--- src/design/dac_cfg.svh ---
`ifndef DAC_CFG_SVH
`define DAC_CFG_SVH

// lane and sample widths
`define DAC_LANE_W 8
`define DAC_SAMPLE_W 16

// index widths, ifft index is zero-extended to the training one
`define DAC_IFFT_IDX_W 8
`define DAC_TRAIN_IDX_W 9

// 512 beats of storage
`define DAC_FIFO_AW 9

`define DAC_SYNC_STAGES 2

`endif

--- src/design/dac_pkg.sv ---
`include "dac_cfg.svh"

package dac_pkg;

  // two lanes, added lane by lane at the frame boundary
  typedef struct packed {
    logic [`DAC_LANE_W-1:0] hi;
    logic [`DAC_LANE_W-1:0] lo;
  } sample_t;

  typedef logic [`DAC_TRAIN_IDX_W-1:0] index_t;

  // one fifo word
  typedef struct packed {
    sample_t data;
    logic    last;
    index_t  index;
  } beat_t;

endpackage

--- src/design/dac_stream_if.sv ---
interface dac_stream_if;

  logic            valid;
  logic            ready;
  dac_pkg::beat_t  beat;

  // transfer when valid and ready are both high at the clock edge
  modport src (
    output valid,
    output beat,
    input  ready
  );

  modport snk (
    input  valid,
    input  beat,
    output ready
  );

endinterface

--- src/design/frame_merger.sv ---
`include "dac_cfg.svh"

module frame_merger (
  input  logic                        clk2,
  input  logic                        rstN1,
  input  dac_pkg::sample_t            train_data,
  input  logic                        train_vld,
  input  logic                        train_last,
  input  dac_pkg::index_t             train_index,
  output logic                        train_rdy,
  input  dac_pkg::sample_t            ifft_data,
  input  logic                        ifft_vld,
  input  logic                        ifft_last,
  input  logic [`DAC_IFFT_IDX_W-1:0]  ifft_index,
  output logic                        ifft_rdy,
  input  logic                        armed,
  dac_stream_if.src                   merged
);

  typedef enum logic {
    PH_TRAIN,
    PH_IFFT
  } phase_e;

  phase_e           phase_q;
  logic             first_q;   // next ifft beat is the overlap beat
  dac_pkg::sample_t held_q;    // last training sample, not sent alone
  dac_pkg::sample_t sum;
  logic             train_fire;
  logic             ifft_fire;

  // lane-wise, each lane wraps on its own
  assign sum.hi = ifft_data.hi + held_q.hi;
  assign sum.lo = ifft_data.lo + held_q.lo;

  assign train_rdy = (phase_q == PH_TRAIN) && armed && merged.ready;
  assign ifft_rdy  = (phase_q == PH_IFFT) && merged.ready;

  assign train_fire = train_vld && train_rdy;
  assign ifft_fire  = ifft_vld && ifft_rdy;

  always_comb begin
    if (phase_q == PH_TRAIN) begin
      merged.valid      = train_vld && armed && !train_last;  // last one is held back
      merged.beat.data  = train_data;
      merged.beat.last  = 1'b0;
      merged.beat.index = train_index;
    end else begin
      merged.valid      = ifft_vld;
      merged.beat.data  = first_q ? sum : ifft_data;
      merged.beat.last  = ifft_last;
      merged.beat.index = {{(`DAC_TRAIN_IDX_W - `DAC_IFFT_IDX_W){1'b0}}, ifft_index};
    end
  end

  always_ff @(posedge clk2 or negedge rstN1) begin
    if (!rstN1) begin
      phase_q <= PH_TRAIN;
      first_q <= 1'b0;
    end else if (train_fire && train_last) begin
      phase_q <= PH_IFFT;
      first_q <= 1'b1;
    end else if (ifft_fire) begin
      first_q <= 1'b0;
      if (ifft_last) begin
        phase_q <= PH_TRAIN;
      end
    end
  end

  always_ff @(posedge clk2) begin
    if (train_fire && train_last) begin
      held_q <= train_data;
    end
  end

  a_one_input : assert property (
    @(posedge clk2) disable iff (!rstN1)
    !(train_rdy && ifft_rdy)
  );

endmodule

--- src/flat_wrapper.sv ---
// flat-port wrapper written by rule: the top's interface ports become plain ports
module frame_merger_flat 
  (clk2, rstN1, train_data, train_vld, train_last, train_index, train_rdy, ifft_data, ifft_vld, ifft_last, ifft_index, ifft_rdy, armed, merged_valid, merged_beat, merged_ready);
  dac_stream_if merged_i ();
  input  logic clk2;
  input  logic rstN1;
  input  dac_pkg::sample_t train_data;
  input  logic train_vld;
  input  logic train_last;
  input  dac_pkg::index_t train_index;
  output logic train_rdy;
  input  dac_pkg::sample_t ifft_data;
  input  logic ifft_vld;
  input  logic ifft_last;
  input  logic [`DAC_IFFT_IDX_W-1:0] ifft_index;
  output logic ifft_rdy;
  input  logic armed;
  output wire logic [$bits(merged_i.valid)-1:0] merged_valid;
  output wire logic [$bits(merged_i.beat)-1:0] merged_beat;
  input wire logic [$bits(merged_i.ready)-1:0] merged_ready;
  assign merged_valid = merged_i.valid;
  assign merged_beat = merged_i.beat;
  assign merged_i.ready = merged_ready;
  frame_merger u_core (.clk2(clk2), .rstN1(rstN1), .train_data(train_data), .train_vld(train_vld), .train_last(train_last), .train_index(train_index), .train_rdy(train_rdy), .ifft_data(ifft_data), .ifft_vld(ifft_vld), .ifft_last(ifft_last), .ifft_index(ifft_index), .ifft_rdy(ifft_rdy), .armed(armed), .merged(merged_i));
endmodule
--- config.mk ---
export PLATFORM = sky130hd
export DESIGN_NAME = frame_merger_flat
export DESIGN_NICKNAME = d
export VERILOG_FILES = /design/src/design/dac_pkg.sv /design/src/design/dac_stream_if.sv /design/src/design/frame_merger.sv /design/src/flat_wrapper.sv
export VERILOG_INCLUDE_DIRS = /design/src /design/src/design
export SDC_FILE = /design/constraint.sdc
export NUM_CORES = 1
export LEC_CHECK = 0
export BUFFER_PORTS_ARGS = -buffer_cell sky130_fd_sc_hd__buf_2
export CORE_MARGIN = 1.5
export CORE_UTILIZATION = 46
export DETAILED_ROUTE_END_ITERATION = 16
export PLACE_DENSITY_LB_ADDON = 0.1
export SYNTH_ARGS = -nofsm -noshare
export SYNTH_HDL_FRONTEND = slang
export SYNTH_SLANG_ARGS = --single-unit
--- constraint.sdc ---
create_clock -name clk2 -period 2.3 [get_ports clk2]
set_clock_uncertainty 0.2 [all_clocks]
set_input_delay 0.115 -clock clk2 [delete_from_list [all_inputs] [get_ports clk2]]
set_output_delay 0.115 -clock clk2 [all_outputs]
set_load 0.05 [all_outputs]
**Word level (Yosys, flattened, before mapping)**

Cells that the tools add are included.

- Add/sub/neg operators: 2
- Mux-type cells: 8
- Bitwise gates (word level): 1
- Reduce and logical (&&, ||, !) cells: 12

Operator list:

| cell | count |
|---|---|
| two-way mux 26 bit | 1 |
| adder 8 bit | 2 |
| two-way mux 16 bit | 1 |
| logical AND 1 bit | 8 |
| two-way mux 1 bit | 6 |
| nonzero test 2 bit | 2 |
| AND reduction 2 bit | 1 |
| zero test 1 bit | 1 |
| NOT 1 bit | 1 |

- Flip-flop bits (word level): 18
- Output and inout port bits: 29
- Logic and storage cells: 27

**Depth between registers and ports, before layout**

- Depth after elaboration: 7
- Mapped depth: 8

**Least setup slack after synthesis**

Ideal clock, no wire load.

- Path type: reg2out
- From: register u_core.held_q[1] (netlist name)
- To: output merged_beat[17]
- Arrival time: 2.660 ns
- Required time: 1.985 ns
- Path slack: -0.675 ns
- Stages on the path, launching flop included: 7
- Buffers on the path: 0
- Cells stage by stage: edfxtp_1 > ha_1 > a211oi_2 > nor3_1 > o2111a_1 > o31a_1 > o31ai_1

- Cells in the longest elaborated chain, start to end: 3

Ends and longest elaborated chain:

| what | line | text |
|---|---|---|
| start: declaration | frame_merger.sv:27 | `dac_pkg::sample_t held_q;` |
| start signal: assignment | frame_merger.sv:73 | `held_q <= train_data;` |
| adder 8 bit | frame_merger.sv:34 | `assign sum.lo = ifft_data.lo + held_q.lo;` |
| two-way mux 16 bit | frame_merger.sv:50 | `merged.beat.data = first_q ? sum : ifft_data;` |
| two-way mux 26 bit | frame_merger.sv:43 | `if (phase_q == PH_TRAIN) begin` |
| end: declaration | flat_wrapper.sv:19 | `output wire logic [$bits(merged_i.beat)-1:0] merged_beat;` |

No other way between the ends.

**Final worst setup path**

- From: register u_core.held_q[2] (netlist name)
- To: output merged_beat[16]

The elaborated chain is that of the path after synthesis.

==> results.cfg <==
[run_status]
outcome = complete, but fails checks
violations = negative setup slack

[global_routing]
grt_pass1_wl_um = 7886
grt_max_degree = 25
grt_pass1_vias = 1833
gr-total-overflow = 0
grt_usage_pct = 24.08
antenna_found_initial = 0

[logic_synthesis]
synth_ff_type = edfxtp_1
synth.area.top_cells = edfxtp_1 (28%), ha_1 (10%), mux2_2 (7.3%), a21oi_1 (5.9%), mux2i_1 (5.9%)
synth_xor_area_share_pct = 2.054
netlist_instances = 185
synth-seq-cells = 18
synth-edff-count = 16
synth.most_common_cell = a21oi_1
yosys_warnings = 0
ys_seq_area_share_pct = 31.11
ys_types = 39
synth_nets = 258
synth_mux_area_share_pct = 13.13
synth_top_family_by_area = compound AO/OA/AOI/OAI gates
synth-simple-area-share_pct = 17.53
synth_compound_gate_area_share_pct = 19.66
synth_top_cell_area_share_pct = 28.17
synth_top_cell_by_area = edfxtp_1
synth_common_cells = a21oi_1 (20), nor2_1 (18), edfxtp_1 (16), ha_1 (14), mux2_2 (11)
synth_adder_area_share_pct = 12.62
syn_area_per_cell_um2 = 9.218
synthArstFlopShare_pct = 11.11
syn_area_um2 = 1705

[detailed_routing]
viasPerCell = 5.229
via_count = 1846
route.detailed.drc = 0
drtAntennaViolNets = 0
drt_iter0_markers = 51
wl_per_cell_um = 14.17
drtPass1Iterations = 4
wl_um = 5002

[timing]
rsz0062_at_grt = true
fin_crit_ns = 2.644
setup-tns-final_ns = -1.310
drv_slew = 0
slew_headroom_pct = 77.54
fin_ws_ns = -0.3440
fmax_ghz = 0.3782
finalHoldViolations = 0
setup_violations = 7
layout_worst_path_cycle_share_pct = 115.0
worst_pin_slew_ns = 0.3334

[floorplan]
io_pins = 86
die_h_um = 63.89
chipWidth_um = 63.89
core_area_um2 = 3442
initial_core_util_pct = 49.55
std_cell_rows = 21
dieArea_um2 = 4082

[cells_and_area]
n_fill_cell = 224
diodes = 0
nets = 381
syn_to_final_growth_pct = 66.84
drive_gt1_share_pct = 49.51

[job]
maxCapViolCount = 0

[worst_setup_path]
setup.worst_path.start = u_core.held_q[2]
worst_ep_arrival_time_ns = 2.33
r2r_slack_ns = 0.53
cp.required_ns = 1.99
crit_path_end_kind = output port
crit_path_end = merged_beat[16]
worstSetupPathType = flip-flop to output port
rr_endpoint = u_core.held_q[7]
crit-reg2reg-launch = u_core.phase_q
worst_setup_path_start_kind = flip-flop
ff2ff_path_depth = 5
crit_fanout = 4

[power]
power.switching_uw = 766.4
p_int_uw = 905.1
peakVddDrop_v = 0.0003503
p_leak_uw = 0.001290
pwr-share-comb_pct = 62.8
p_clk_share_pct = 13.6
p_seq_share_pct = 23.6
power.density_nw_per_um2 = 587.5
power_switching_share_pct = 45.85

[cts]
clock_sinks = 18
root_buffer = clkbuf_8
cts_buffers = 3
tritoncts = yes
ctsHtreeMaxLevel = 1
clkTransAtPathRegs_ns = 0.07
clockBufferDepth = 2
clock_latency_ns = 0.25

[placement]
port_buffers = 85
dp_hpwl_um = 3355
place_congestion = 0.7953
dpl_worst_slack_ns = -0.1902

[min_path]
min_path_type = primary input to flip-flop
-- critical path, cell delays in order (launching register included) --
cell and delay (ns):
edfxtp_1 0.37, ha_1 0.35, nor2b_2 0.19, o31a_1 0.25
o21a_1 0.18, or4b_4 0.50, nand3_4 0.10, buf_8 0.14
-- placed cells by master, fill, tap and decap left out, drive strengths merged, types with 2 or more instances in the layout --
cell,count
nor2b,4
dlygate4sd3,21
nor3,3
clkbuf,5
nand3,8
buf,104
a211oi,2
edfxtp,16
or4b,2
nand3b,3
xnor2,4
o21a,5
and3,3
nand2,10
o21ai,7
a221o,2
fa,2
ha,14
nor4,2
o31a,3
o21bai,2
mux2i,10
nor2,18
a21oi,20
a21o,4
and2,2
inv,9
dfrtp,2
mux2,11
-- how the worst min path moves through the flow --
stage | start | end | slack, ns | cells past startpoint
detailed placement | rstN1 | u_core.first_q | -0.29 | 1
floorplan | rstN1 | u_core.first_q | -0.38 | 0
global route | merged_ready | u_core.first_q | 0.16 | 4
CTS | merged_ready | u_core.first_q | 0.14 | 4
finish | merged_ready | u_core.first_q | 0.14 | 4
global placement | rstN1 | u_core.first_q | -0.30 | 1
-- power by group through the flow --
| stage | sequential [uW] | clock [uW] | combinational [uW] |
|---|---|---|---|
| final | 394 | 228 | 1050 |
| after global routing | 395 | 248 | 1110 |
| after CTS | 392 | 231 | 1010 |
| after detailed placement | 399 | 0 | 909 |
| after global placement | 398 | 0 | 897 |
| after floorplan | 382 | 0 | 707 |
-- flip-flops by register name (all words and copies together) (netlist names) --
register and cells:
u_core.phase_q 1, u_core.held_q 16, u_core.first_q 1
-- per-stage QoR --
stage / area, um^2 / util [%] / instances / power [uW] / hold WS [ns]
2_1_floorplan: 1768 / - / 185 / 1089 / -0.3806
3_3_place_gp: 2346 / 68.16 / 325 / 1295 / -0.2983
3_5_place_dp: 2346 / 68.16 / 325 / 1308 / -0.2935
4_1_cts: 2761 / 80.23 / 351 / 1633 / 0.1372
5_1_grt: 2845 / 82.66 / 353 / 1757 / 0.1631
6_report: 2845 / 82.66 / 353 / 1671 / 0.1374
-- layer usage --
metal / track usage, % / up-vias / routed length, um
li1: - / 929 / -
met1: 29.89 / 861 / 2079
met2: 45.44 / 54 / 2744
met3: 2.113 / 2 / 166
met4: 4.076 / 0 / 12
met5: 0 / - / 0
-- logic make-up after synthesis --
family	Yosys count
AND/OR/NAND/NOR	58
AO/OA/AOI/OAI	51
multiplexers	21
flip-flops	18
buffers and inverters	17
adder cells (fa/ha/maj)	16
XOR/XNOR	4
-- cell type report --
type / instances / area [um^2] / area share [%]
Clock buffer: 4 / 45.04 / 1.583
Timing Repair Buffer: 126 / 869.6 / 30.56
Multi-Input combinational cell: 150 / 1309 / 46.00
Inverter: 9 / 33.78 / 1.187
Sequential cell: 18 / 530.5 / 18.65
Tap cell: 46 / 57.56 / 2.023
-- what timing repair did --
action	4_1_cts	5_1_grt
endpoints found under the setup margin	10	14
setup buffers	1	2
hold buffers	21	0
gates resized for setup	36	21
hold endpoints to repair	20	0
pin swaps	14	12
Note: power is estimated with default switching activity, not from simulation.
